$ cat src/common/tmr_pkg.sv
/*
 * TMR control subsystem package
 * Register bus, configuration, core payload and controller mode types,
 * together with the register map of the control block.
 */
`default_nettype none

package tmr_pkg;

  // Register bus request, one cycle with valid high
  typedef struct packed {
    logic        valid;
    logic        write;
    logic [7:0]  addr;
    logic [31:0] wdata;
  } reg_req_t;

  // Read data returns in the same cycle as the request
  typedef struct packed {
    logic [31:0] rdata;
    logic        error;
  } reg_rsp_t;

  // Configuration as seen by the mode controller
  typedef struct packed {
    logic enable;
    logic delay_resynch;
    logic setback;
    logic reload_setback;
    logic rapid_recovery;
    logic force_resynch;
  } tmr_cfg_t;

  // Observable output bundle of one core
  typedef struct packed {
    logic        req;
    logic        we;
    logic [31:0] addr;
    logic [31:0] data;
  } core_out_t;

  typedef enum logic [2:0] {
    NON_TMR,
    TMR_RUN,
    TMR_UNLOAD,
    TMR_RELOAD,
    TMR_RAPID
  } tmr_mode_e;

  // Register map
  localparam logic [7:0] ADDR_ENABLE    = 8'h00;
  localparam logic [7:0] ADDR_CONFIG    = 8'h04;
  localparam logic [7:0] ADDR_MISMATCH0 = 8'h08;
  localparam logic [7:0] ADDR_MISMATCH1 = 8'h0C;
  localparam logic [7:0] ADDR_MISMATCH2 = 8'h10;

  // Bit positions inside ADDR_CONFIG
  localparam int unsigned CFG_DELAY_RESYNCH  = 0;
  localparam int unsigned CFG_SETBACK        = 1;
  localparam int unsigned CFG_RELOAD_SETBACK = 2;
  localparam int unsigned CFG_RAPID_RECOVERY = 3;
  localparam int unsigned CFG_FORCE_RESYNCH  = 4;

endpackage

`default_nettype wire

$ cat src/logic/tmr_mismatch_cnt.sv
/*
 * Mismatch counters
 * One saturating counter per core, counting the cycles in which that core
 * disagreed with the vote. Software clears each counter on its own.
 */
`default_nettype none

module tmr_mismatch_cnt #(
  parameter int CntWidth = 8
) (
  input  logic                     clk_i,
  input  logic                     rst_ni,
  input  logic [2:0]               incr_i,
  input  logic [2:0]               clr_i,
  output logic [2:0][CntWidth-1:0] cnt_o
);

  logic [2:0][CntWidth-1:0] cnt_q;

  always_ff @(posedge clk_i or negedge rst_ni) begin
    if (!rst_ni) begin
      cnt_q <= '0;
    end else begin
      for (int k = 0; k < 3; k++) begin
        // Clear takes priority over a count in the same cycle
        if (clr_i[k]) begin
          cnt_q[k] <= '0;
        end else if (incr_i[k] && (cnt_q[k] != {CntWidth{1'b1}})) begin
          cnt_q[k] <= cnt_q[k] + 1'b1;
        end
      end
    end
  end

  assign cnt_o = cnt_q;

endmodule

`default_nettype wire

$ cat src/logic/tmr_subsys_top.sv
/*
 * TMR control subsystem
 * Ties together the control registers, mode controller, majority voter
 * and mismatch counters for one group of three lockstep cores.
 */
`default_nettype none

module tmr_subsys_top #(
  parameter bit TmrFixed        = 1'b0,
  parameter bit RapidRecoveryEn = 1'b1,
  parameter int CntWidth        = 8
) (
  input  logic               clk_i,
  input  logic               rst_ni,
  input  tmr_pkg::reg_req_t  reg_req_i,
  output tmr_pkg::reg_rsp_t  reg_rsp_o,
  input  tmr_pkg::core_out_t core_out_i [3],
  output tmr_pkg::core_out_t voted_o,
  input  logic               sp_store_is_zero_i,
  input  logic               sp_store_will_be_zero_i,
  input  logic               fetch_en_i,
  input  logic               cores_synch_i,
  input  logic               recovery_finished_i,
  output logic [2:0]         setback_o,
  output logic               sw_synch_req_o,
  output logic               sw_resynch_req_o,
  output logic               grp_in_independent_o,
  output logic               rapid_recovery_en_o,
  output logic               recovery_request_o
);
  import tmr_pkg::*;

  tmr_cfg_t                 cfg;
  logic                     force_ack;
  logic [2:0]               clr;
  logic [2:0]               incr;
  logic [2:0][CntWidth-1:0] cnt;
  logic [2:0]               error;
  logic                     single_mismatch;
  logic                     failure;

  tmr_ctrl_regs #(
    .TmrFixed       (TmrFixed),
    .RapidRecoveryEn(RapidRecoveryEn),
    .CntWidth       (CntWidth)
  ) i_tmr_ctrl_regs (
    .clk_i,
    .rst_ni,
    .reg_req_i,
    .reg_rsp_o,
    .cnt_i      (cnt),
    .force_ack_i(force_ack),
    .cfg_o      (cfg),
    .clr_o      (clr)
  );

  tmr_ctrl_fsm #(
    .TmrFixed       (TmrFixed),
    .RapidRecoveryEn(RapidRecoveryEn)
  ) i_tmr_ctrl_fsm (
    .clk_i,
    .rst_ni,
    .cfg_i                  (cfg),
    .single_mismatch_i      (single_mismatch),
    .failure_i              (failure),
    .error_i                (error),
    .sp_store_is_zero_i,
    .sp_store_will_be_zero_i,
    .fetch_en_i,
    .cores_synch_i,
    .recovery_finished_i,
    .setback_o,
    .sw_synch_req_o,
    .sw_resynch_req_o,
    .grp_in_independent_o,
    .rapid_recovery_en_o,
    .incr_o                 (incr),
    .recovery_request_o,
    .force_ack_o            (force_ack)
  );

  tmr_voter i_tmr_voter (
    .core_out_i,
    .voted_o,
    .error_o          (error),
    .single_mismatch_o(single_mismatch),
    .failure_o        (failure)
  );

  tmr_mismatch_cnt #(
    .CntWidth(CntWidth)
  ) i_tmr_mismatch_cnt (
    .clk_i,
    .rst_ni,
    .incr_i(incr),
    .clr_i (clr),
    .cnt_o (cnt)
  );

endmodule

`default_nettype wire

$ cat src/logic/tmr_voter.sv
/*
 * TMR majority voter
 * Bitwise two-out-of-three vote over the output bundles of three cores,
 * flagging each core that disagrees and a total failure.
 */
`default_nettype none

module tmr_voter (
  input  tmr_pkg::core_out_t core_out_i [3],
  output tmr_pkg::core_out_t voted_o,
  output logic [2:0]         error_o,
  output logic               single_mismatch_o,
  output logic               failure_o
);
  import tmr_pkg::*;

  core_out_t majority;
  logic      diff_01;
  logic      diff_02;
  logic      diff_12;

  // Each bit takes the value held by at least two cores
  assign majority = core_out_t'((core_out_i[0] & core_out_i[1]) |
                                (core_out_i[0] & core_out_i[2]) |
                                (core_out_i[1] & core_out_i[2]));

  assign voted_o = majority;

  always_comb begin
    for (int k = 0; k < 3; k++) begin
      error_o[k] = (core_out_i[k] != majority);
    end
  end

  assign diff_01 = (core_out_i[0] != core_out_i[1]);
  assign diff_02 = (core_out_i[0] != core_out_i[2]);
  assign diff_12 = (core_out_i[1] != core_out_i[2]);

  // No pair agrees, so the vote cannot be trusted
  assign failure_o = diff_01 & diff_02 & diff_12;

  assign single_mismatch_o = $onehot(error_o) & ~failure_o;

endmodule

`default_nettype wire

$ cat src/tmr_ctrl/tmr_ctrl_fsm.sv
/*
 * TMR mode controller
 * Switches the core group between independent and lockstep execution and
 * sequences recovery, either by state unload and reload or by rapid
 * recovery, after a mismatch or a forced resynchronization.
 */
`default_nettype none

module tmr_ctrl_fsm #(
  parameter bit TmrFixed        = 1'b0,
  parameter bit RapidRecoveryEn = 1'b0
) (
  input  logic              clk_i,
  input  logic              rst_ni,
  input  tmr_pkg::tmr_cfg_t cfg_i,
  input  logic              single_mismatch_i,
  input  logic              failure_i,
  input  logic [2:0]        error_i,
  input  logic              sp_store_is_zero_i,
  input  logic              sp_store_will_be_zero_i,
  input  logic              fetch_en_i,
  input  logic              cores_synch_i,
  input  logic              recovery_finished_i,
  output logic [2:0]        setback_o,
  output logic              sw_synch_req_o,
  output logic              sw_resynch_req_o,
  output logic              grp_in_independent_o,
  output logic              rapid_recovery_en_o,
  output logic [2:0]        incr_o,
  output logic              recovery_request_o,
  output logic              force_ack_o
);
  import tmr_pkg::*;

  localparam tmr_mode_e ResetMode = TmrFixed ? TMR_RUN : NON_TMR;

  tmr_mode_e mode_d, mode_q;
  logic      synch_req, synch_req_q;
  logic      resynch_req, resynch_req_q;
  logic      cores_synch_q;

  assign grp_in_independent_o = (mode_q == NON_TMR);
  assign rapid_recovery_en_o  = cfg_i.rapid_recovery & RapidRecoveryEn;

  // Requests go out as pulses on their first cycle only
  assign sw_synch_req_o   = synch_req & ~synch_req_q;
  assign sw_resynch_req_o = resynch_req & ~resynch_req_q;

  always_comb begin
    mode_d             = mode_q;
    setback_o          = 3'b000;
    incr_o             = 3'b000;
    recovery_request_o = 1'b0;
    force_ack_o        = 1'b0;
    synch_req          = 1'b0;
    resynch_req        = 1'b0;

    case (mode_q)
      TMR_RUN: begin
        if (single_mismatch_i || cfg_i.force_resynch) begin
          if (single_mismatch_i) begin
            incr_o = error_i;
          end
          force_ack_o = cfg_i.force_resynch;
          if (rapid_recovery_en_o) begin
            mode_d = TMR_RAPID;
          end else if (!cfg_i.delay_resynch) begin
            mode_d = TMR_UNLOAD;
          end
        end
      end

      TMR_UNLOAD: begin
        resynch_req = 1'b1;
        // Store turns nonzero once the state has been unloaded
        if (!sp_store_is_zero_i) begin
          mode_d = TMR_RELOAD;
          if (cfg_i.setback) begin
            setback_o = 3'b111;
          end
        end
      end

      TMR_RELOAD: begin
        if (sp_store_is_zero_i) begin
          mode_d = TMR_RUN;
        end else if ((single_mismatch_i || failure_i) && cfg_i.setback &&
                     cfg_i.reload_setback && !sp_store_will_be_zero_i) begin
          // Restart the reload if the cores diverge again
          setback_o = 3'b111;
        end
      end

      TMR_RAPID: begin
        recovery_request_o = 1'b1;
        if (recovery_finished_i) begin
          mode_d = TMR_RUN;
        end
      end

      default: ;
    endcase

    // Entering and leaving lockstep
    if (!TmrFixed) begin
      if (mode_q == NON_TMR && cfg_i.enable) begin
        synch_req = 1'b1;
        if (cores_synch_q) begin
          mode_d = TMR_RELOAD;
          if (cfg_i.setback) begin
            setback_o = 3'b111;
          end
        end
      end

      // Before the cores fetch, the mode simply follows the enable bit
      if (!fetch_en_i) begin
        if (cfg_i.enable) begin
          mode_d    = TMR_RUN;
          synch_req = 1'b0;
        end else begin
          mode_d = NON_TMR;
        end
      end

      // Leave lockstep, keeping the two helper cores in reset
      if (mode_q == TMR_RUN && !cfg_i.enable) begin
        mode_d = NON_TMR;
        if (cfg_i.setback) begin
          setback_o = 3'b110;
        end
      end
    end
  end

  always_ff @(posedge clk_i or negedge rst_ni) begin
    if (!rst_ni) begin
      mode_q        <= ResetMode;
      synch_req_q   <= 1'b0;
      resynch_req_q <= 1'b0;
      cores_synch_q <= 1'b0;
    end else begin
      mode_q        <= mode_d;
      synch_req_q   <= synch_req;
      resynch_req_q <= resynch_req;
      cores_synch_q <= cores_synch_i;
    end
  end

endmodule

`default_nettype wire

$ cat src/tmr_ctrl/tmr_ctrl_regs.sv
/*
 * TMR control register file
 * Holds the TMR enable and recovery configuration, returns the mismatch
 * counters on reads and turns counter writes into clear strobes.
 */
`default_nettype none

module tmr_ctrl_regs #(
  parameter bit TmrFixed        = 1'b0,
  parameter bit RapidRecoveryEn = 1'b0,
  parameter int CntWidth        = 8
) (
  input  logic                         clk_i,
  input  logic                         rst_ni,
  input  tmr_pkg::reg_req_t            reg_req_i,
  output tmr_pkg::reg_rsp_t            reg_rsp_o,
  input  logic [2:0][CntWidth-1:0]     cnt_i,
  input  logic                         force_ack_i,
  output tmr_pkg::tmr_cfg_t            cfg_o,
  output logic [2:0]                   clr_o
);
  import tmr_pkg::*;

  tmr_cfg_t cfg_q;
  logic     wr_en;
  logic     wr_cfg;

  assign wr_en  = reg_req_i.valid & reg_req_i.write;
  assign wr_cfg = wr_en && (reg_req_i.addr == ADDR_CONFIG);

  always_ff @(posedge clk_i or negedge rst_ni) begin
    if (!rst_ni) begin
      cfg_q <= '{enable: TmrFixed, default: 1'b0};
    end else begin
      if (wr_en && (reg_req_i.addr == ADDR_ENABLE)) begin
        // A fixed group cannot be taken out of TMR
        cfg_q.enable <= reg_req_i.wdata[0] | TmrFixed;
      end
      if (wr_cfg) begin
        cfg_q.delay_resynch  <= reg_req_i.wdata[CFG_DELAY_RESYNCH];
        cfg_q.setback        <= reg_req_i.wdata[CFG_SETBACK];
        cfg_q.reload_setback <= reg_req_i.wdata[CFG_RELOAD_SETBACK];
        cfg_q.rapid_recovery <= reg_req_i.wdata[CFG_RAPID_RECOVERY] & RapidRecoveryEn;
      end
      // Force bit clears itself once the controller has taken it
      if (wr_cfg) begin
        cfg_q.force_resynch <= reg_req_i.wdata[CFG_FORCE_RESYNCH];
      end else if (force_ack_i) begin
        cfg_q.force_resynch <= 1'b0;
      end
    end
  end

  assign cfg_o = cfg_q;

  // Read mux and address decode
  always_comb begin
    reg_rsp_o = '0;
    clr_o     = 3'b000;
    if (reg_req_i.valid) begin
      case (reg_req_i.addr)
        ADDR_ENABLE:    reg_rsp_o.rdata = {31'd0, cfg_q.enable};
        ADDR_CONFIG:    reg_rsp_o.rdata = {27'd0, cfg_q.force_resynch, cfg_q.rapid_recovery,
                                           cfg_q.reload_setback, cfg_q.setback,
                                           cfg_q.delay_resynch};
        ADDR_MISMATCH0: begin
          reg_rsp_o.rdata = 32'(cnt_i[0]);
          clr_o[0]        = reg_req_i.write;
        end
        ADDR_MISMATCH1: begin
          reg_rsp_o.rdata = 32'(cnt_i[1]);
          clr_o[1]        = reg_req_i.write;
        end
        ADDR_MISMATCH2: begin
          reg_rsp_o.rdata = 32'(cnt_i[2]);
          clr_o[2]        = reg_req_i.write;
        end
        default:        reg_rsp_o.error = 1'b1;
      endcase
    end
  end

endmodule

`default_nettype wire
$ cat config.mk
export PLATFORM = sky130hd
export DESIGN_NAME = tmr_subsys_top
export DESIGN_NICKNAME = d
export VERILOG_FILES = /design/src/common/tmr_pkg.sv /design/src/logic/tmr_mismatch_cnt.sv /design/src/logic/tmr_subsys_top.sv /design/src/logic/tmr_voter.sv /design/src/tmr_ctrl/tmr_ctrl_fsm.sv /design/src/tmr_ctrl/tmr_ctrl_regs.sv
export SDC_FILE = /design/constraint.sdc
export NUM_CORES = 1
export LEC_CHECK = 0
export BUFFER_PORTS_ARGS = -buffer_cell sky130_fd_sc_hd__buf_2
export CORE_UTILIZATION = 45
export DETAILED_ROUTE_END_ITERATION = 16
export MAX_ROUTING_LAYER = met4
export PLACE_DENSITY = 0.74
export SYNTH_ARGS = -nofsm -noshare
export SYNTH_HDL_FRONTEND = slang
export SYNTH_SLANG_ARGS = --single-unit
$ cat constraint.sdc
create_clock -name clk_i -period 10.5 [get_ports clk_i]
set_clock_uncertainty 0.15 [all_clocks]
set_input_delay 1.05 -clock clk_i [delete_from_list [all_inputs] [get_ports clk_i]]
set_output_delay 1.05 -clock clk_i [all_outputs]
set_load 0.05 [all_outputs]
==> summary.md, run 1 <==
| Metric | Value |
|---|---|
| Worst hold path class | `reg -> reg` |
| Nets | `1808` |
| Placer Congestion | `1.06` |
| Number of remaining DRC errors | `0` |
| Routed len/inst | `22.8 µm` |
| First-pass GRT wire length | `54100 µm` |
| CTS resizes | `0` |
| Core area | `19500 µm²` |
| Critical Path Source | `core_out_i[16]` |
| Die height | `144 µm` |
| Cell Chain, Critical Path | `buf_2 -> ha_1 -> nor4_1 -> o22ai_1 -> nor4_1 -> nand4_1 -> nor4b_4 -> inv_1 -> fa_1 -> nor2b_1 -> a21oi_1 -> o31a_1 -> o22ai_1 -> buf_2` |
| Post-DR vias/cell | `6.38` |
| Top-area cell type share of the netlist area | `0.279` |
| DRT Pass-1 Iters | `6` |
| Pre-CTS setup slack | `3.71 ns` |
| Clk buf depth | `2` |
| Area growth syn-to-layout | `20.6%` |
| Mux contribution to synthesized area | `0.0273` |
| Main combinational cell family by area after synthesis | `adder cells` |
| Max_cap viols | `0` |
| DP Area | `10700 µm²` |
| Post-DRT Antenna Nets | `0` |
| Reg clk slew, reported paths | `0.06 ns` |
| Post-CTS Setup Bufs | `0` |
| Worst EP required | `9.30 ns` |
| Hold Crit Start | `i_tmr_mismatch_cnt.cnt_o[22]$_DFFE_PN0P_` |
| CTS tree | `yes` |
| Cell row count | `51` |
| Post-synthesis compound-gate area fraction | `0.179` |
| Xor-xnor portion of the synthesized cell area | `0.101` |
| WP data arrival | `5.74 ns` |
| Horiz. Die Dim | `144 µm` |
| Most common cell after layout, fill and taps aside | `buf_2` |
| Max frequency | `0.144 GHz` |
| PortBufs | `302` |
| Worst r2r src | `i_tmr_ctrl_fsm.mode_q[1]$_DFF_PN0_` |
| FFs w/ async S/R, synth | `1.00` |
| Routed WL | `37300 µm` |
| VDD IR max | `0.0957 mV` |
| Clock latency on the worst-skew pair | `0.28 ns` |
| Initial antenna violation count | `8` |
| Hold Fails Final Rpt | `0` |
| Ys Warns | `0` |
| Fin crit period | `6.94 ns` |
| Fin Setup TNS | `0 ns` |
| Slowest-stage cell, CP | `nor4b_4` |
| Synthesized area | `9020 µm²` |
| # setup viols final | `0` |
| Fin cells | `1634` |
| Dpl hpwl | `32400 µm` |
| Iteration-0 DRC Markers | `713` |
| Worst Tran Pin Value | `1.17 ns` |
| Via count | `10433` |
| CTS Buf Count | `5` |
| H-tree Lvls | `2` |
| Total die area | `20600 µm²` |
| GRT Residual Overflow | `0` |
| CP Capture Type | `output port` |
| Power, Total | `0.000840 W` |
| Post-synth EDFFs | `0` |
| Clk sink count | `36` |
| Startpoint Class | `input pin` |
| Placed instance count | `1617` |
| Crit path max fanout | `16` |
| Status | `finished, final reports clean` |
| Lkg Pwr | `5.06 nW` |
| Most used DFF post-synth | `dfrtp_1` |
| Leading area contributor after synthesis | `ha_1` |
| Total Routing Usage GR | `0.362` |
| Final worst slack | `3.56 ns` |
| Share of layout cells above drive strength 1 | `0.252` |
| #FFs+latches synth | `36` |
| Final non-filler cell area | `10900 µm²` |
| Num ports | `354` |
| Setup Crit Path Kind | `in -> out` |
| Post-Synth Simple-Gate Area | `0.263` |
| Synth Area in Adders | `0.281` |
| Commonest cells after routing, fill and taps aside | `302 x buf_2, 201 x ha_1, 168 x nor4_1` |
| Rel. slew slack | `0.211` |
| Initial Util | `0.462` |
| Register area share after synthesis | `0.0999` |
| Largest net degree at the start of global routing | `37` |
| Post-Synthesis Cells | `1065` |
| RSZ-0062 raised after global routing | `false` |
| Crit share post-route | `0.661` |
| Critical Path Max Stage Delay | `0.91 ns` |
| Avg Cell Area, Syn | `8.47 µm²` |
| Hold-fix buffers, CTS | `0` |
| Vias in the first global route | `9566` |
| Yosys cell types | `60` |
| Root buf cell | `clkbuf_16` |
| Slew Viols, Final | `0` |
| Synth top area cells | `ha_1 28%, nor4_1 12%, dfrtp_1 10%` |
| P per Cell Area | `77.2 nW/µm²` |
[synth_stat cells (15+ instances only)]
cell type / count
or3_1: 35
xor2_1: 62
o21ai_0: 15
nor2_1: 22
dfrtp_1: 36
nand2_1: 30
nor3_1: 41
buf_4: 26
nand4_1: 32
nand3_1: 20
o22ai_1: 49
inv_1: 46
a21oi_1: 17
nor4_1: 168
ha_1: 201
o31a_1: 97
xnor2_1: 38
[power by group]
group / switching, W / internal, W / total [W]
combinational: 0.000347 / 0.000178 / 0.000525
clock: 0.0000618 / 0.000112 / 0.000173
sequential: 0.00000176 / 0.000140 / 0.000142
total: 0.000411 / 0.000429 / 0.000840
[logic make-up (layout without fill, tap and decap cells)]
kind of cell,after synthesis,in the layout
compound gates,217,217
xor+xnor,102,102
fa+ha+maj,202,202
buf+inv,85,357
flops,36,36
mux,22,22
other cells,1,33
simple gates,400,400
[metal layers]
layer | share of wire | GRT usage | vias up
li1 | - | - | 4929
met1 | 0.42 | 0.450 | 4919
met2 | 0.46 | 0.595 | 507
met3 | 0.074 | 0.0417 | 78
met4 | 0.040 | 0.151 | 0
met5 | 0 | - | -
[final timing paths]
| path | to | slack (ns) | cells past startpoint |
|---|---|---|---|
| min reg2reg | i_tmr_mismatch_cnt.cnt_o[22]$_DFFE_PN0P_ | 0.41 | 2 |
| min | i_tmr_mismatch_cnt.cnt_o[22]$_DFFE_PN0P_ | 0.41 | 2 |
| min in group asynchronous | i_tmr_ctrl_fsm.synch_req_q$_DFF_PN0_ | 0.72 | 1 |
| max reg2reg | i_tmr_mismatch_cnt.cnt_o[21]$_DFFE_PN0P_ | 7.85 | 6 |
| max in group asynchronous | i_tmr_mismatch_cnt.cnt_o[7]$_DFFE_PN0P_ | 8.93 | 1 |
| max | setback_o[2] | 3.56 | 14 |
[per-stage QoR]
step,hold WS (ns),util
after floorplan,0.329,-
after global placement,0.394,0.548
after detailed placement,0.402,0.548
after CTS,0.410,0.556
after global routing,0.426,0.557
final,0.407,0.557
[worst max-delay path: cells and delay by family]
family	cells	cell delay (ns)
compound gates	4	0.78
buf+inv	3	0.59
fa+ha+maj	2	0.82
simple gates	5	2.48
[sequential cells by signal, indices dropped and copies added, names as in the netlist]
| register | count |
|---|---|
| i_tmr_ctrl_fsm.cores_synch_q | 1 |
| i_tmr_ctrl_fsm.synch_req_q | 1 |
| i_tmr_ctrl_fsm.resynch_req_q | 1 |
| i_tmr_ctrl_fsm.mode_q | 3 |
| i_tmr_mismatch_cnt.cnt_o | 24 |
| i_tmr_ctrl_regs.cfg_o | 6 |
[final cells by class]
| class | instances | area [µm²] |
|---|---|---|
| Fill cell | 1923 | 8640 |
| Antenna cell | 9 | 22.5 |
| Inverter | 47 | 176 |
| Sequential cell | 36 | 901 |
| Multi-Input combinational cell | 967 | 7770 |
| Clock buffer | 5 | 125 |
| Tap cell | 265 | 332 |
| Clock inverter | 3 | 42.5 |
| Timing Repair Buffer | 302 | 1510 |
No activity file was read; power rests on OpenSTA's default activity.
==> run 2, diff against run 1 <==
ABC_AREA = 1   (was unset)
clock period = 6.53 ns   (was 10.5 ns; I/O delays follow)
==> summary.md, run 2 <==
| Metric | Value |
|---|---|
| Dpl hpwl | `27900 µm (-14%)` |
| Reg power frac | `0.163 (-0.006)` |
| CTS tree | `yes` |
| WP data arrival | `4.02 ns (-1.72 ns)` |
| Gate power share | `0.661 (+0.036)` |
| Post-Synthesis Cells | `1309 (+23%)` |
| Post-synth EDFFs | `0 (unchanged)` |
| Clk buf depth | `2 (unchanged)` |
| Rel. slew slack | `0.449 (+0.238)` |
| Area growth syn-to-layout | `21.0%` |
| CTS resizes | `0 (unchanged)` |
| Worst EP required | `5.73 ns (-3.57 ns)` |
| CP top delay family | `simple AND/OR/NAND/NOR gates` |
| Worst hold path class | `in -> async` |
| Cell row count | `51 (unchanged)` |
| Total Routing Usage GR | `0.303 (-0.0595)` |
| Root buf cell | `clkbuf_16` |
| Share of layout cells above drive strength 1 | `0.220 (-0.0323)` |
| Crit path buf inv count | `3 (unchanged)` |
| First-pass GRT wire length | `46000 µm (-15%)` |
| Initial antenna violation count | `6 (-2)` |
| Routed len/inst | `16.4 µm (-28%)` |
| FFs w/ async S/R, synth | `1.00 (unchanged)` |
| Commonest cells after routing, fill and taps aside | `302 x buf_2, 289 x nor2_1, 210 x nand2_1` |
| Leading area contributor after synthesis | `ha_1` |
| DRT Pass-1 Iters | `5 (-1)` |
| Clk network pwr share | `0.176 (-0.030)` |
| H-tree Lvls | `2 (unchanged)` |
| Cell Chain, Critical Path | `buf_2 -> ha_1 -> nor2_1 -> nand2_1 -> xnor2_1 -> nand4_1 -> nor2_1 -> nand2_1 -> nor2_1 -> nand3_2 -> fa_1 -> inv_1 -> o21ai_0 -> a31oi_1 -> o311ai_0 -> buf_2` |
| Post-DRT Antenna Nets | `0 (unchanged)` |
| Switching share of power | `0.529 (+0.0398)` |
| CTS Buf Count | `5 (unchanged)` |
| FILL cells | `1965 (+2.2%)` |
| Clk sink count | `36 (unchanged)` |
| Hold WS | `0.316 ns (-0.0904 ns)` |
| #FFs+latches synth | `36 (unchanged)` |
| Switching power | `0.000828 W (+100%)` |
| Die height | `144 µm (+0.15%)` |
| Post-CTS Setup Bufs | `0 (unchanged)` |
| Vias in the first global route | `8856 (-7.4%)` |
| R2R cell count | `7 (+1)` |
| Number of cells on the critical path | `16 (+2)` |
| Most common cell after layout, fill and taps aside | `buf_2` |
| Setup Crit Path Kind | `in -> out` |
| Yosys cell types | `43 (-28%)` |
| Power, Total | `0.00157 W (+86%)` |
| Register area share after synthesis | `0.0996 (-0.000304)` |
| Max reg flops | `24 (unchanged)` |
| Core area | `19600 µm² (+0.33%)` |
| Routed WL | `31000 µm (-17%)` |
| Slowest-stage cell, CP | `fa_1` |
| PortBufs | `302 (unchanged)` |
| P per Cell Area | `143 nW/µm² (+85%)` |
| Most numerous cell in the Yosys netlist | `nor2_1` |
| Horiz. Die Dim | `144 µm (+0.15%)` |
| GRT Residual Overflow | `0 (unchanged)` |
| Initial Util | `0.462 (about the same)` |
| # setup viols final | `0 (unchanged)` |
| Final core occ | `0.559 (+0.00170)` |
| Cell mode on critical path | `nor2_1` |
| Crit share post-route | `0.739` |
| Largest net degree at the start of global routing | `37 (unchanged)` |
| Worst Tran Pin Value | `0.826 ns (-0.349 ns)` |
| Iteration-0 DRC Markers | `491 (-31%)` |
| Hold Fails Final Rpt | `0 (unchanged)` |
| Num ports | `354 (unchanged)` |
| Fin Setup TNS | `0 ns (unchanged)` |
| Clock latency on the worst-skew pair | `0.28 ns (about the same)` |
| Max frequency | `0.207 GHz` |
| Critical Path Max Stage Delay | `0.57 ns (-0.34 ns)` |
| Top cells by count, synth | `289 x nor2_1, 210 x nand2_1, 201 x ha_1` |
| RSZ-0062 raised after global routing | `false` |
| CP Capture Type | `output port` |
| Synthesized area | `9050 µm² (+0.31%)` |
| Placer Congestion | `1.00 (-5.8%)` |
| Synth top area cells | `ha_1 28%, nor2_1 12%, dfrtp_1 10%` |
| Number of remaining DRC errors | `0 (unchanged)` |
| VDD IR max | `0.116 mV (+22%)` |
| Max_cap viols | `0 (unchanged)` |
| Startpoint Class | `input pin` |
| Via count | `9567 (-8.3%)` |
| Hold-fix buffers, CTS | `0 (unchanged)` |
| Reg clk slew, reported paths | `0.06 ns (about the same)` |
| Ys Warns | `0 (unchanged)` |
| Lkg Pwr | `5.81 nW (+15%)` |
| Total die area | `20700 µm² (+0.31%)` |
| Avg Cell Area, Syn | `6.91 µm² (-18%)` |
| Fin crit period | `4.82 ns` |
| Top-area cell type share of the netlist area | `0.278 (-0.000848)` |
| Status | `finished, final reports clean` |
| Post-DR vias/cell | `5.07 (-21%)` |
| Crit path max fanout | `5 (-11)` |
| Int Pwr | `0.000738 W (+72%)` |
| Most used DFF post-synth | `dfrtp_1` |
| Slew Viols, Final | `0 (unchanged)` |
| Nets | `2062 (+14%)` |
-- run 2: changes by cell type in the layout (fill, tap and decap cells not counted), moves of 28 or more --
cell	delta
o22ai_1	-41
o31a_1	-97
nor2_1	+267
nand2_1	+180
xor2_1	+28
inv_1	+100
xnor2_1	+60
nor4_1	-166
or3_1	-35
-- run 2: area by class of cell --
cell class	instances	area (µm²)	area share
Multi-Input combinational cell	1117	7450	0.680
Sequential cell	36	901	0.0823
Inverter	151	569	0.0520
Timing Repair Buffer	302	1510	0.138
Clock buffer	5	125	0.0114
Tap cell	265	332	0.0303
Clock inverter	3	42.5	0.00388
Antenna cell	8	20.0	0.00183
-- run 2: logic make-up after synthesis --
kind of cell,after synthesis,synth area share
mux,1,0.00124
simple gates,645,0.310
compound gates,57,0.0402
flops,36,0.0996
buf+inv,179,0.0866
fa+ha+maj,202,0.280
other cells,1,0.000414
xor+xnor,188,0.182
-- run 2: final timing paths --
| kind | from | end | slack (ns) |
|---|---|---|---|
| worst max-delay path | core_out_i[43] | setback_o[1] | 1.71 |
| worst min-delay path | rst_ni | i_tmr_ctrl_fsm.synch_req_q$_DFF_PN0_ | 0.32 |
| worst max register to register | i_tmr_ctrl_fsm.mode_q[0]$_DFF_PN0_ | i_tmr_mismatch_cnt.cnt_o[23]$_DFFE_PN0P_ | 4.38 |
| worst min register to register | i_tmr_ctrl_regs.cfg_o[4]$_DFFE_PN0P_ | i_tmr_ctrl_regs.cfg_o[4]$_DFFE_PN0P_ | 0.38 |
| max in group asynchronous | rst_ni | i_tmr_mismatch_cnt.cnt_o[3]$_DFFE_PN0P_ | 5.39 |
| min in group clk_i | cores_synch_i | i_tmr_ctrl_fsm.cores_synch_q$_DFF_PN0_ | 0.33 |
-- run 2: metrics by stage --
stage	std cells	worst slack, ns	cell area (µm²)
2_1_floorplan	1332	1.54	9140
3_3_place_gp	1871	1.79	10800
3_5_place_dp	1871	1.76	10800
4_1_cts	1879	1.75	10900
5_1_grt	1885	1.45	10900
6_report	1887	1.71	11000
-- run 2: per-layer routing --
metal / global-route usage / part of all wire / up-vias
met5: - / 0 / -
met4: 0.0868 / 0.031 / 0
met3: 0.0410 / 0.065 / 62
met2: 0.505 / 0.46 / 351
met1: 0.379 / 0.44 / 4320
li1: - / - / 4834
-- run 2: worst register-to-register path, cell delays in order, from the launching register on --
cell and delay (ns):
dfrtp_1 0.43, inv_2 0.10, nor3_4 0.23, inv_1 0.26
nor3_4 0.43, nand3_1 0.14, o21ai_0 0.22, nor2_1 0.07
-- run 2: power by group through the flow --
| stage | clock network, W | logic (W) | registers (W) |
|---|---|---|---|
| after floorplan | 0 | 0.000711 | 0.000255 |
| after global placement | 0 | 0.00101 | 0.000258 |
| after detailed placement | 0 | 0.00102 | 0.000259 |
| after CTS | 0.000278 | 0.00103 | 0.000255 |
| after global routing | 0.000289 | 0.00113 | 0.000257 |
| final | 0.000276 | 0.00103 | 0.000255 |
